===== src/source/bp_pkg.sv =====
`default_nettype none

package bp_pkg;

	////////////////////
	// widths
	////////////////////

	// word program counter
	localparam int PC_W = 10;
	// set index is the low part of the pc
	localparam int SET_W = 4;
	// isr bit on top of the high pc bits
	localparam int TAG_W = PC_W - SET_W + 1;

	// table geometry, 64 entries in total
	localparam int NUM_SETS = 16;
	localparam int NUM_WAYS = 4;

	typedef logic [PC_W-1:0] pc_t;
	typedef logic [SET_W-1:0] set_t;
	typedef logic [TAG_W-1:0] tag_t;
	typedef logic [$clog2(NUM_WAYS)-1:0] way_t;
	// 2-bit saturating counter, msb is the taken prediction
	typedef logic [1:0] sat_t;
	// one-hot branch type from decode
	typedef logic [5:0] btype_t;

	// initial counters on allocation
	localparam sat_t SAT_INIT_BRANCH = 2'd1;
	localparam sat_t SAT_INIT_JUMP = 2'd3;

	// bit positions inside btype_t
	localparam int BT_BEQ = 5;
	localparam int BT_BNE = 4;
	localparam int BT_BLT = 3;
	localparam int BT_BGE = 2;
	localparam int BT_BLTU = 1;
	localparam int BT_BGEU = 0;

	////////////////////
	// structs
	////////////////////

	// one table line, 20 bits
	typedef struct packed {
		logic valid;
		tag_t tag;
		pc_t target;
		sat_t sat;
	} bht_entry_t;

	// result of a set search, entry is zero on a miss
	typedef struct packed {
		logic hit;
		way_t way;
		bht_entry_t entry;
	} lookup_t;

	// branch feedback from the exe stage
	typedef struct packed {
		pc_t pc;
		btype_t btype;
		logic z;
		logic less;
	} exe_fb_t;

	// next pc correction from exe
	typedef enum logic [1:0] {
		CORR_NONE = 2'd0,
		CORR_CNI = 2'd2,
		CORR_PBT = 2'd3
	} corr_e;

endpackage

`default_nettype wire


===== src/source/bht_lookup.sv =====
`timescale 1ns/1ps
`default_nettype none

module bht_lookup import bp_pkg::*; (
	input bht_entry_t set_entries [NUM_WAYS],
	input tag_t tag,
	output lookup_t result
);

	// one bit per way that holds a valid matching tag
	logic [NUM_WAYS-1:0] match;

	////////////////////
	// tag compare
	////////////////////

	always_comb begin
		for (int w = 0; w < NUM_WAYS; w++) begin
			match[w] = set_entries[w].valid && (set_entries[w].tag == tag);
		end
	end

	////////////////////
	// way select
	////////////////////

	// only an exactly one-hot match is a hit
	// zero match or several matches give an all zero result
	always_comb begin
		result = '0;
		for (int w = 0; w < NUM_WAYS; w++) begin
			if (match == ({{(NUM_WAYS-1){1'b0}}, 1'b1} << w)) begin
				result.hit = 1'b1;
				result.way = way_t'(w);
				result.entry = set_entries[w];
			end
		end
	end

endmodule

`default_nettype wire


===== src/source/branch_resolve.sv =====
`timescale 1ns/1ps
`default_nettype none

module branch_resolve import bp_pkg::*; (
	input exe_fb_t exe_fb,
	input lookup_t exe_hit,
	output logic exe_taken,
	output logic mispredict,
	output corr_e correction,
	output pc_t exe_pbt,
	output pc_t exe_cni
);

	// any branch type bit means a branch sits in exe
	logic is_branch;

	assign is_branch = |exe_fb.btype;

	// real outcome from the alu flags
	// unsigned compares reuse less, the alu already picked the compare
	assign exe_taken = (exe_fb.btype[BT_BEQ] && exe_fb.z)
		|| (exe_fb.btype[BT_BNE] && !exe_fb.z)
		|| (exe_fb.btype[BT_BLT] && exe_fb.less)
		|| (exe_fb.btype[BT_BGE] && !exe_fb.less)
		|| (exe_fb.btype[BT_BLTU] && exe_fb.less)
		|| (exe_fb.btype[BT_BGEU] && !exe_fb.less);

	// counter msb is what fetch predicted
	assign mispredict = is_branch && (exe_hit.entry.sat[1] != exe_taken);

	always_comb begin
		correction = CORR_NONE;
		if (mispredict) begin
			// taken but predicted not taken
			if (exe_taken)
				correction = CORR_PBT;
			else
				correction = CORR_CNI;
		end
	end

	// stored target of the branch
	assign exe_pbt = exe_hit.entry.target;
	// fall through pc rebuilt from the tag and the set
	// on a miss the tag is zero so this is set plus one
	assign exe_cni = {exe_hit.entry.tag[TAG_W-2:0], exe_fb.pc[SET_W-1:0]} + pc_t'(1);

endmodule

`default_nettype wire


===== src/source/bht_table.sv =====
`timescale 1ns/1ps
`default_nettype none

module bht_table import bp_pkg::*; (
	input logic CLK,
	input logic nrst,
	input logic en,
	input logic isr_running,
	input pc_t if_pc,
	input pc_t id_pc,
	input pc_t id_target,
	input logic id_is_jump,
	input logic id_is_btype,
	input exe_fb_t exe_fb,
	input logic exe_taken,
	output lookup_t if_hit,
	output lookup_t exe_hit,
	output logic id_miss
);

	// table storage, one row per set
	bht_entry_t bht_mem [NUM_SETS][NUM_WAYS];
	// per set fifo replacement pointer
	way_t fifo_ptr [NUM_SETS];

	// set and tag of each stage
	set_t if_set;
	set_t id_set;
	set_t exe_set;
	tag_t if_tag;
	tag_t id_tag;
	tag_t exe_tag;

	// the four ways of each searched set
	bht_entry_t if_ways [NUM_WAYS];
	bht_entry_t id_ways [NUM_WAYS];
	bht_entry_t exe_ways [NUM_WAYS];

	lookup_t id_res;

	// write controls
	logic id_alloc;
	logic exe_update;
	bht_entry_t new_entry;
	sat_t exe_sat_next;

	////////////////////
	// address split
	////////////////////

	assign if_set = if_pc[SET_W-1:0];
	assign id_set = id_pc[SET_W-1:0];
	assign exe_set = exe_fb.pc[SET_W-1:0];

	// isr bit keeps interrupt code apart from normal code
	assign if_tag = {isr_running, if_pc[PC_W-1:SET_W]};
	assign id_tag = {isr_running, id_pc[PC_W-1:SET_W]};
	assign exe_tag = {isr_running, exe_fb.pc[PC_W-1:SET_W]};

	always_comb begin
		for (int w = 0; w < NUM_WAYS; w++) begin
			if_ways[w] = bht_mem[if_set][w];
			id_ways[w] = bht_mem[id_set][w];
			exe_ways[w] = bht_mem[exe_set][w];
		end
	end

	////////////////////
	// three searches
	////////////////////

	// fetch prediction
	bht_lookup if_lookup (
		.set_entries(if_ways),
		.tag(if_tag),
		.result(if_hit)
	);

	// allocation check in decode
	bht_lookup id_lookup (
		.set_entries(id_ways),
		.tag(id_tag),
		.result(id_res)
	);

	// counter update in exe
	bht_lookup exe_lookup (
		.set_entries(exe_ways),
		.tag(exe_tag),
		.result(exe_hit)
	);

	assign id_miss = !id_res.hit;

	////////////////////
	// write side
	////////////////////

	// new branch or jump not yet in the table
	assign id_alloc = (id_is_btype || id_is_jump) && id_miss;
	// branch resolved on an entry that exists
	assign exe_update = (|exe_fb.btype) && exe_hit.hit;

	always_comb begin
		new_entry.valid = 1'b1;
		new_entry.tag = id_tag;
		new_entry.target = id_target;
		// jumps start strongly taken, branches weakly not taken
		new_entry.sat = id_is_jump ? SAT_INIT_JUMP : SAT_INIT_BRANCH;
	end

	// step toward the outcome, hold at both ends
	always_comb begin
		exe_sat_next = exe_hit.entry.sat;
		if (exe_taken && (exe_hit.entry.sat != '1))
			exe_sat_next = exe_hit.entry.sat + sat_t'(1);
		else if (!exe_taken && (exe_hit.entry.sat != '0))
			exe_sat_next = exe_hit.entry.sat - sat_t'(1);
	end

	always_ff @(posedge CLK) begin
		if (!nrst) begin
			for (int s = 0; s < NUM_SETS; s++) begin
				fifo_ptr[s] <= '0;
				for (int w = 0; w < NUM_WAYS; w++) begin
					bht_mem[s][w].valid <= 1'b0;
				end
			end
		end else if (en) begin
			// decode allocation wins, the exe step is dropped that cycle
			if (id_alloc) begin
				bht_mem[id_set][fifo_ptr[id_set]] <= new_entry;
				fifo_ptr[id_set] <= fifo_ptr[id_set] + way_t'(1);
			end else if (exe_update) begin
				bht_mem[exe_set][exe_hit.way].sat <= exe_sat_next;
			end
		end
	end

endmodule

`default_nettype wire


===== src/source/flush_ctrl.sv =====
`timescale 1ns/1ps
`default_nettype none

module flush_ctrl (
	input logic CLK,
	input logic nrst,
	input logic en,
	input logic mispredict,
	input logic id_is_jump,
	input logic id_miss,
	output logic branch_flush,
	output logic id_jump_in_bht,
	output logic id_jump_redirect
);

	// flush pending for the next enabled cycle
	logic flush_state;
	logic flush_next;

	// jump already known to the table, fetch follows the prediction
	assign id_jump_in_bht = id_is_jump && !id_miss;
	// jump not in the table yet, pc must be redirected from decode
	assign id_jump_redirect = id_is_jump && id_miss;

	always_comb begin
		if (mispredict)
			flush_next = 1'b1;
		else if (id_jump_redirect)
			flush_next = 1'b1;
		else
			flush_next = 1'b0;
	end

	always_ff @(posedge CLK) begin
		if (!nrst)
			flush_state <= 1'b0;
		else if (en)
			flush_state <= flush_next;
	end

	// flush now on a mispredict, one cycle later from the state
	assign branch_flush = flush_state || mispredict;

endmodule

`default_nettype wire


===== src/source/pc_select.sv =====
`timescale 1ns/1ps
`default_nettype none

module pc_select import bp_pkg::*; (
	input logic CLK,
	input logic nrst,
	input logic en,
	input corr_e correction,
	input pc_t exe_pbt,
	input pc_t exe_cni,
	input pc_t id_target,
	input logic id_jump_redirect,
	input lookup_t if_hit,
	output pc_t if_pc,
	output pc_t next_pc
);

	////////////////////
	// next pc
	////////////////////

	// exe correction first, then decode redirect, then fetch prediction
	always_comb begin
		if (correction == CORR_PBT) begin
			// branch should have been taken
			next_pc = exe_pbt;
		end else if (correction == CORR_CNI) begin
			// branch should have fallen through
			next_pc = exe_cni;
		end else if (id_jump_redirect) begin
			next_pc = id_target;
		end else if (if_hit.entry.sat[1]) begin
			// entry is zero on a miss so this needs a hit
			next_pc = if_hit.entry.target;
		end else begin
			next_pc = if_pc + pc_t'(1);
		end
	end

	////////////////////
	// fetch pc register
	////////////////////

	always_ff @(posedge CLK) begin
		if (!nrst)
			if_pc <= '0;
		else if (en)
			if_pc <= next_pc;
	end

endmodule

`default_nettype wire


===== src/source/branch_unit.sv =====
`timescale 1ns/1ps
`default_nettype none

module branch_unit import bp_pkg::*; (
	input logic CLK,
	input logic nrst,
	input logic en,
	input logic isr_running,
	input pc_t id_pc,
	input pc_t id_target,
	input logic id_is_jump,
	input logic id_is_btype,
	input exe_fb_t exe_fb,
	output pc_t if_pc,
	output pc_t next_pc,
	output logic if_prediction,
	output corr_e correction,
	output logic branch_flush,
	output logic id_jump_in_bht
);

	// table search results
	lookup_t if_hit;
	lookup_t exe_hit;
	logic id_miss;

	// exe resolution
	logic exe_taken;
	logic mispredict;
	pc_t exe_pbt;
	pc_t exe_cni;

	logic id_jump_redirect;

	////////////////////
	// history table
	////////////////////

	bht_table u_table (
		.CLK(CLK),
		.nrst(nrst),
		.en(en),
		.isr_running(isr_running),
		.if_pc(if_pc),
		.id_pc(id_pc),
		.id_target(id_target),
		.id_is_jump(id_is_jump),
		.id_is_btype(id_is_btype),
		.exe_fb(exe_fb),
		.exe_taken(exe_taken),
		.if_hit(if_hit),
		.exe_hit(exe_hit),
		.id_miss(id_miss)
	);

	// taken prediction from the fetch search
	assign if_prediction = if_hit.entry.sat[1];

	////////////////////
	// exe, flush, pc
	////////////////////

	branch_resolve u_resolve (
		.exe_fb(exe_fb),
		.exe_hit(exe_hit),
		.exe_taken(exe_taken),
		.mispredict(mispredict),
		.correction(correction),
		.exe_pbt(exe_pbt),
		.exe_cni(exe_cni)
	);

	flush_ctrl u_flush (
		.CLK(CLK),
		.nrst(nrst),
		.en(en),
		.mispredict(mispredict),
		.id_is_jump(id_is_jump),
		.id_miss(id_miss),
		.branch_flush(branch_flush),
		.id_jump_in_bht(id_jump_in_bht),
		.id_jump_redirect(id_jump_redirect)
	);

	pc_select u_pc (
		.CLK(CLK),
		.nrst(nrst),
		.en(en),
		.correction(correction),
		.exe_pbt(exe_pbt),
		.exe_cni(exe_cni),
		.id_target(id_target),
		.id_jump_redirect(id_jump_redirect),
		.if_hit(if_hit),
		.if_pc(if_pc),
		.next_pc(next_pc)
	);

endmodule

`default_nettype wire


===== config.mk =====
export PLATFORM = sky130hd
export DESIGN_NAME = branch_unit
export DESIGN_NICKNAME = d
export VERILOG_FILES = /design/src/source/bp_pkg.sv /design/src/source/bht_lookup.sv /design/src/source/branch_resolve.sv /design/src/source/bht_table.sv /design/src/source/flush_ctrl.sv /design/src/source/pc_select.sv /design/src/source/branch_unit.sv
export SDC_FILE = /design/constraint.sdc
export NUM_CORES = 2
export LEC_CHECK = 0
export BUFFER_PORTS_ARGS = -buffer_cell sky130_fd_sc_hd__buf_2
export CAP_MARGIN = 20
export CORE_AREA = 3 3 286 499
export CTS_CLUSTER_SIZE = 25
export DETAILED_ROUTE_END_ITERATION = 8
export DIE_AREA = 0 0 289 502
export PLACE_DENSITY_LB_ADDON = 0.1
export REMOVE_ABC_BUFFERS = 1
export SYNTH_ARGS = -nofsm -noshare
export SYNTH_HDL_FRONTEND = slang
export SYNTH_SLANG_ARGS = --single-unit

===== constraint.sdc =====
create_clock -name CLK -period 15.4 [get_ports CLK]
set_clock_uncertainty 0.2 [all_clocks]
set_input_delay 3.08 -clock CLK [delete_from_list [all_inputs] [get_ports CLK]]
set_output_delay 3.08 -clock CLK [all_outputs]
set_load 0.02 [all_outputs]

==> results.sh <==
export IMPL_status="complete, no violations"
export IMPL_synth_ff_type="edfxtp_1"
export IMPL_gp_congestion=0.981
export IMPL_holdBufCountCts=0
export IMPL_rsz0062_at_grt="no"
export IMPL_cts_buffers_inserted=120
export IMPL_grt_pass1_vias=44400
export IMPL_final_hold_viol_count=0
export IMPL_hold_path_cell_count=2
export IMPL_arrival_ps=9720
export IMPL_synth_top_family_by_area="multiplexers"
export IMPL_endpoint="next_pc[8]"
export IMPL_setup_viol=0
export IMPL_leakage_nw=24.0
export IMPL_fin_cells=6075
export IMPL_syn_inst=4108
export IMPL_antenna_left=0
export IMPL_port_buffers=68
export IMPL_die_w_um=289
export IMPL_layout_common_cells="edfxtp_1, mux4_2, nand2_1"
export IMPL_grt_max_degree=119
export IMPL_ys_types=100
export IMPL_fmax_mhz=76.9
export IMPL_synth_edff_count=1248
export IMPL_p_total_mw=8.03
export IMPL_cp_required_ps=12120
export IMPL_reg2regPathDepth=16
export IMPL_maxCapViolCount=0
export IMPL_wire_per_inst_um=41.3
export IMPL_period_share=0.844
export IMPL_cts_setup_buffers=0
export IMPL_synth_compound_area_share=0.0477
export IMPL_crit_type="input port to primary output"
export IMPL_synth_seq_cells=1327
export IMPL_cp_end_kind="primary output"
export IMPL_seqCellArea_mm2=0.0391
export IMPL_rows=181
export IMPL_syn_avg_cell_area_um2=16.9
export IMPL_die_area_mm2=0.145
export IMPL_fin_crit_ps=13000
export IMPL_maxSlewHeadroom=0.197
export IMPL_nFillCells=11000
export IMPL_hold_path_class="flop to flop"
export IMPL_yosys_area_share_simple=0.0501
export IMPL_cts_tree="done"
export IMPL_numPlacedInstances=5836
export IMPL_initial_core_util=0.499
export IMPL_wirelength_um=251000
export IMPL_syn_cell_area_mm2=0.0694
export IMPL_placeableCoreArea_mm2=0.139
export IMPL_maxSlewViolCount=0
export IMPL_ys_warn_count=0
export IMPL_cp_max_fo=28
export IMPL_dr_total_vias=43800
export IMPL_die_h_um=502
export IMPL_async_flop_share=0
export IMPL_yosysSeqAreaShare=0.563
export IMPL_clk_pin_slew_ps=70
export IMPL_final_common_cell="edfxtp_1"
export IMPL_powerDensity_mw_per_mm2=105
export IMPL_synthAdderAreaFrac=0.00144
export IMPL_drc=0
export IMPL_cts_path_max_buffers=3
export IMPL_drtIter0Drc=5566
export IMPL_insertion_delay_ps=800
export IMPL_cts_root_buffer="clkbuf_16"
export IMPL_crit_start="exe_fb[10]"
export IMPL_pin_count=69
export IMPL_drt_vias_per_instance=7.20
export IMPL_drive_gt1_frac=0.335
export IMPL_grt_pass1_wl_um=348000
export IMPL_synth_mux_area_frac=0.295
export IMPL_multiInputGateArea_mm2=0.0285
export IMPL_worst_pin_slew_ps=1170
export IMPL_grt_usage=0.350
export IMPL_cts_resized=0
export IMPL_rrSetupSlack_ps=8420
export IMPL_drt_first_pass_iters=5
export IMPL_overflow=0
export IMPL_cp_start_kind="input port"
export IMPL_fin_nets=4186
export IMPL_tns_ps=0
export IMPL_syn_to_final_growth_pct=9.71
export IMPL_peakVddDrop_mv=0.0963
export IMPL_cts_sinks=1327
export IMPL_synth_xor_area_frac=0.0124
export IMPL_dp_hpwl_um=164000
export IMPL_antenna_found_initial=12
export IMPL_htree_levels=3
## registers in the layout (all words and copies together), names as in the netlist, named ones only
name                 cells
u_flush.flush_state      1
u_table.fifo_ptr        32
u_pc.if_pc              10
u_table.bht_mem       1280
## metrics by stage
step | instance area [um^2] | hold WS, ps | utilization | worst slack [ps]
floorplan | 67500 | 246 | - | -2390
global placement | 71800 | 261 | 0.516 | 2780
detailed placement | 71800 | 268 | 0.517 | 2740
CTS | 76000 | 277 | 0.546 | 2710
global route | 76100 | 306 | 0.547 | 2130
finish | 76100 | 281 | 0.547 | 2400
## cells in the mapped netlist (15+ instances only)
library cell | count | area share
a21oi_1 | 44 | 0.0032
a221oi_1 | 17 | 0.0021
a22o_1 | 22 | 0.0028
a22oi_1 | 53 | 0.0057
a31oi_1 | 24 | 0.0022
and2_1 | 33 | 0.0030
buf_1 | 21 | 0.0011
buf_2 | 111 | 0.0080
buf_4 | 50 | 0.0054
buf_6 | 17 | 0.0028
clkbuf_1 | 133 | 0.0072
dfxtp_1 | 79 | 0.023
edfxtp_1 | 1248 | 0.54
inv_1 | 29 | 0.0016
mux2_2 | 63 | 0.010
mux2i_1 | 233 | 0.034
mux4_2 | 773 | 0.25
nand2_1 | 222 | 0.012
nand2b_1 | 21 | 0.0019
nand3_1 | 62 | 0.0045
nor2_1 | 213 | 0.012
nor2b_1 | 22 | 0.0020
nor3_1 | 60 | 0.0043
o211ai_1 | 17 | 0.0018
o21ai_0 | 131 | 0.0094
o22ai_1 | 43 | 0.0039
or3_1 | 15 | 0.0014
xnor2_1 | 76 | 0.0096
xor2_1 | 22 | 0.0028
## area by class of cell
cell class	count	area share
flip-flops and latches	1327	0.513
multi-input cells	2393	0.375
clock buffers	142	0.0420
well taps	1830	0.0301
repair buffers	248	0.0250
clock inverters	81	0.0123
inverters	44	0.00232
diodes	10	0.000329
## worst max-delay path, cell delays in order
cell and delay [ps]:
buf_2 330, buf_4 550, nor2b_2 950, a22oi_1 250, a32oi_1 260, a31oi_1 150, a2111oi_2 390, nand3_1 680
nor4_4 1060, a22oi_1 350, a31oi_2 430, nor3b_1 300, a311o_1 200, o21ai_1 120, nor2_1 320, buf_2 240
## metal layers
| metal | wire [um] | up-vias | track usage |
|---|---|---|---|
| met5 | 47 | - | 0 |
| met4 | 23500 | 6 | 0.260 |
| met3 | 20100 | 799 | 0.0701 |
| met2 | 122000 | 2497 | 0.571 |
| met1 | 84800 | 23300 | 0.408 |
| li1 | - | 17200 | - |
## worst min path at each step
| stage | startpoint | endpoint |
|---|---|---|
| floorplan | u_table.bht_mem[2][19] | u_table.bht_mem[2][19] |
| global placement | u_table.bht_mem[11][79] | u_table.bht_mem[11][79] |
| detailed placement | u_table.bht_mem[11][79] | u_table.bht_mem[11][79] |
| CTS | u_table.bht_mem[11][79] | u_table.bht_mem[11][79] |
| global route | u_table.bht_mem[11][79] | u_table.bht_mem[11][79] |
| finish | u_table.bht_mem[11][79] | u_table.bht_mem[11][79] |
## where the power goes
| part | switching [mW] | internal [mW] |
|---|---|---|
| registers | 0.0230 | 3.95 |
| clock network | 1.43 | 1.75 |
| logic | 0.545 | 0.329 |
| total | 2.00 | 6.03 |
## cell families (layout without fill, tap and decap cells)
logic type / Yosys count / after routing
AOI/OAI and AO/OA: 479 / 479
xor gates and xnor gates: 98 / 98
DFF: 1327 / 1327
and+or+nand+nor: 735 / 735
muxes: 1073 / 1073
other: 0 / 10
buffers and inverters: 388 / 515
adders and majority gates: 8 / 8
Power figures use the tool's default switching activity.
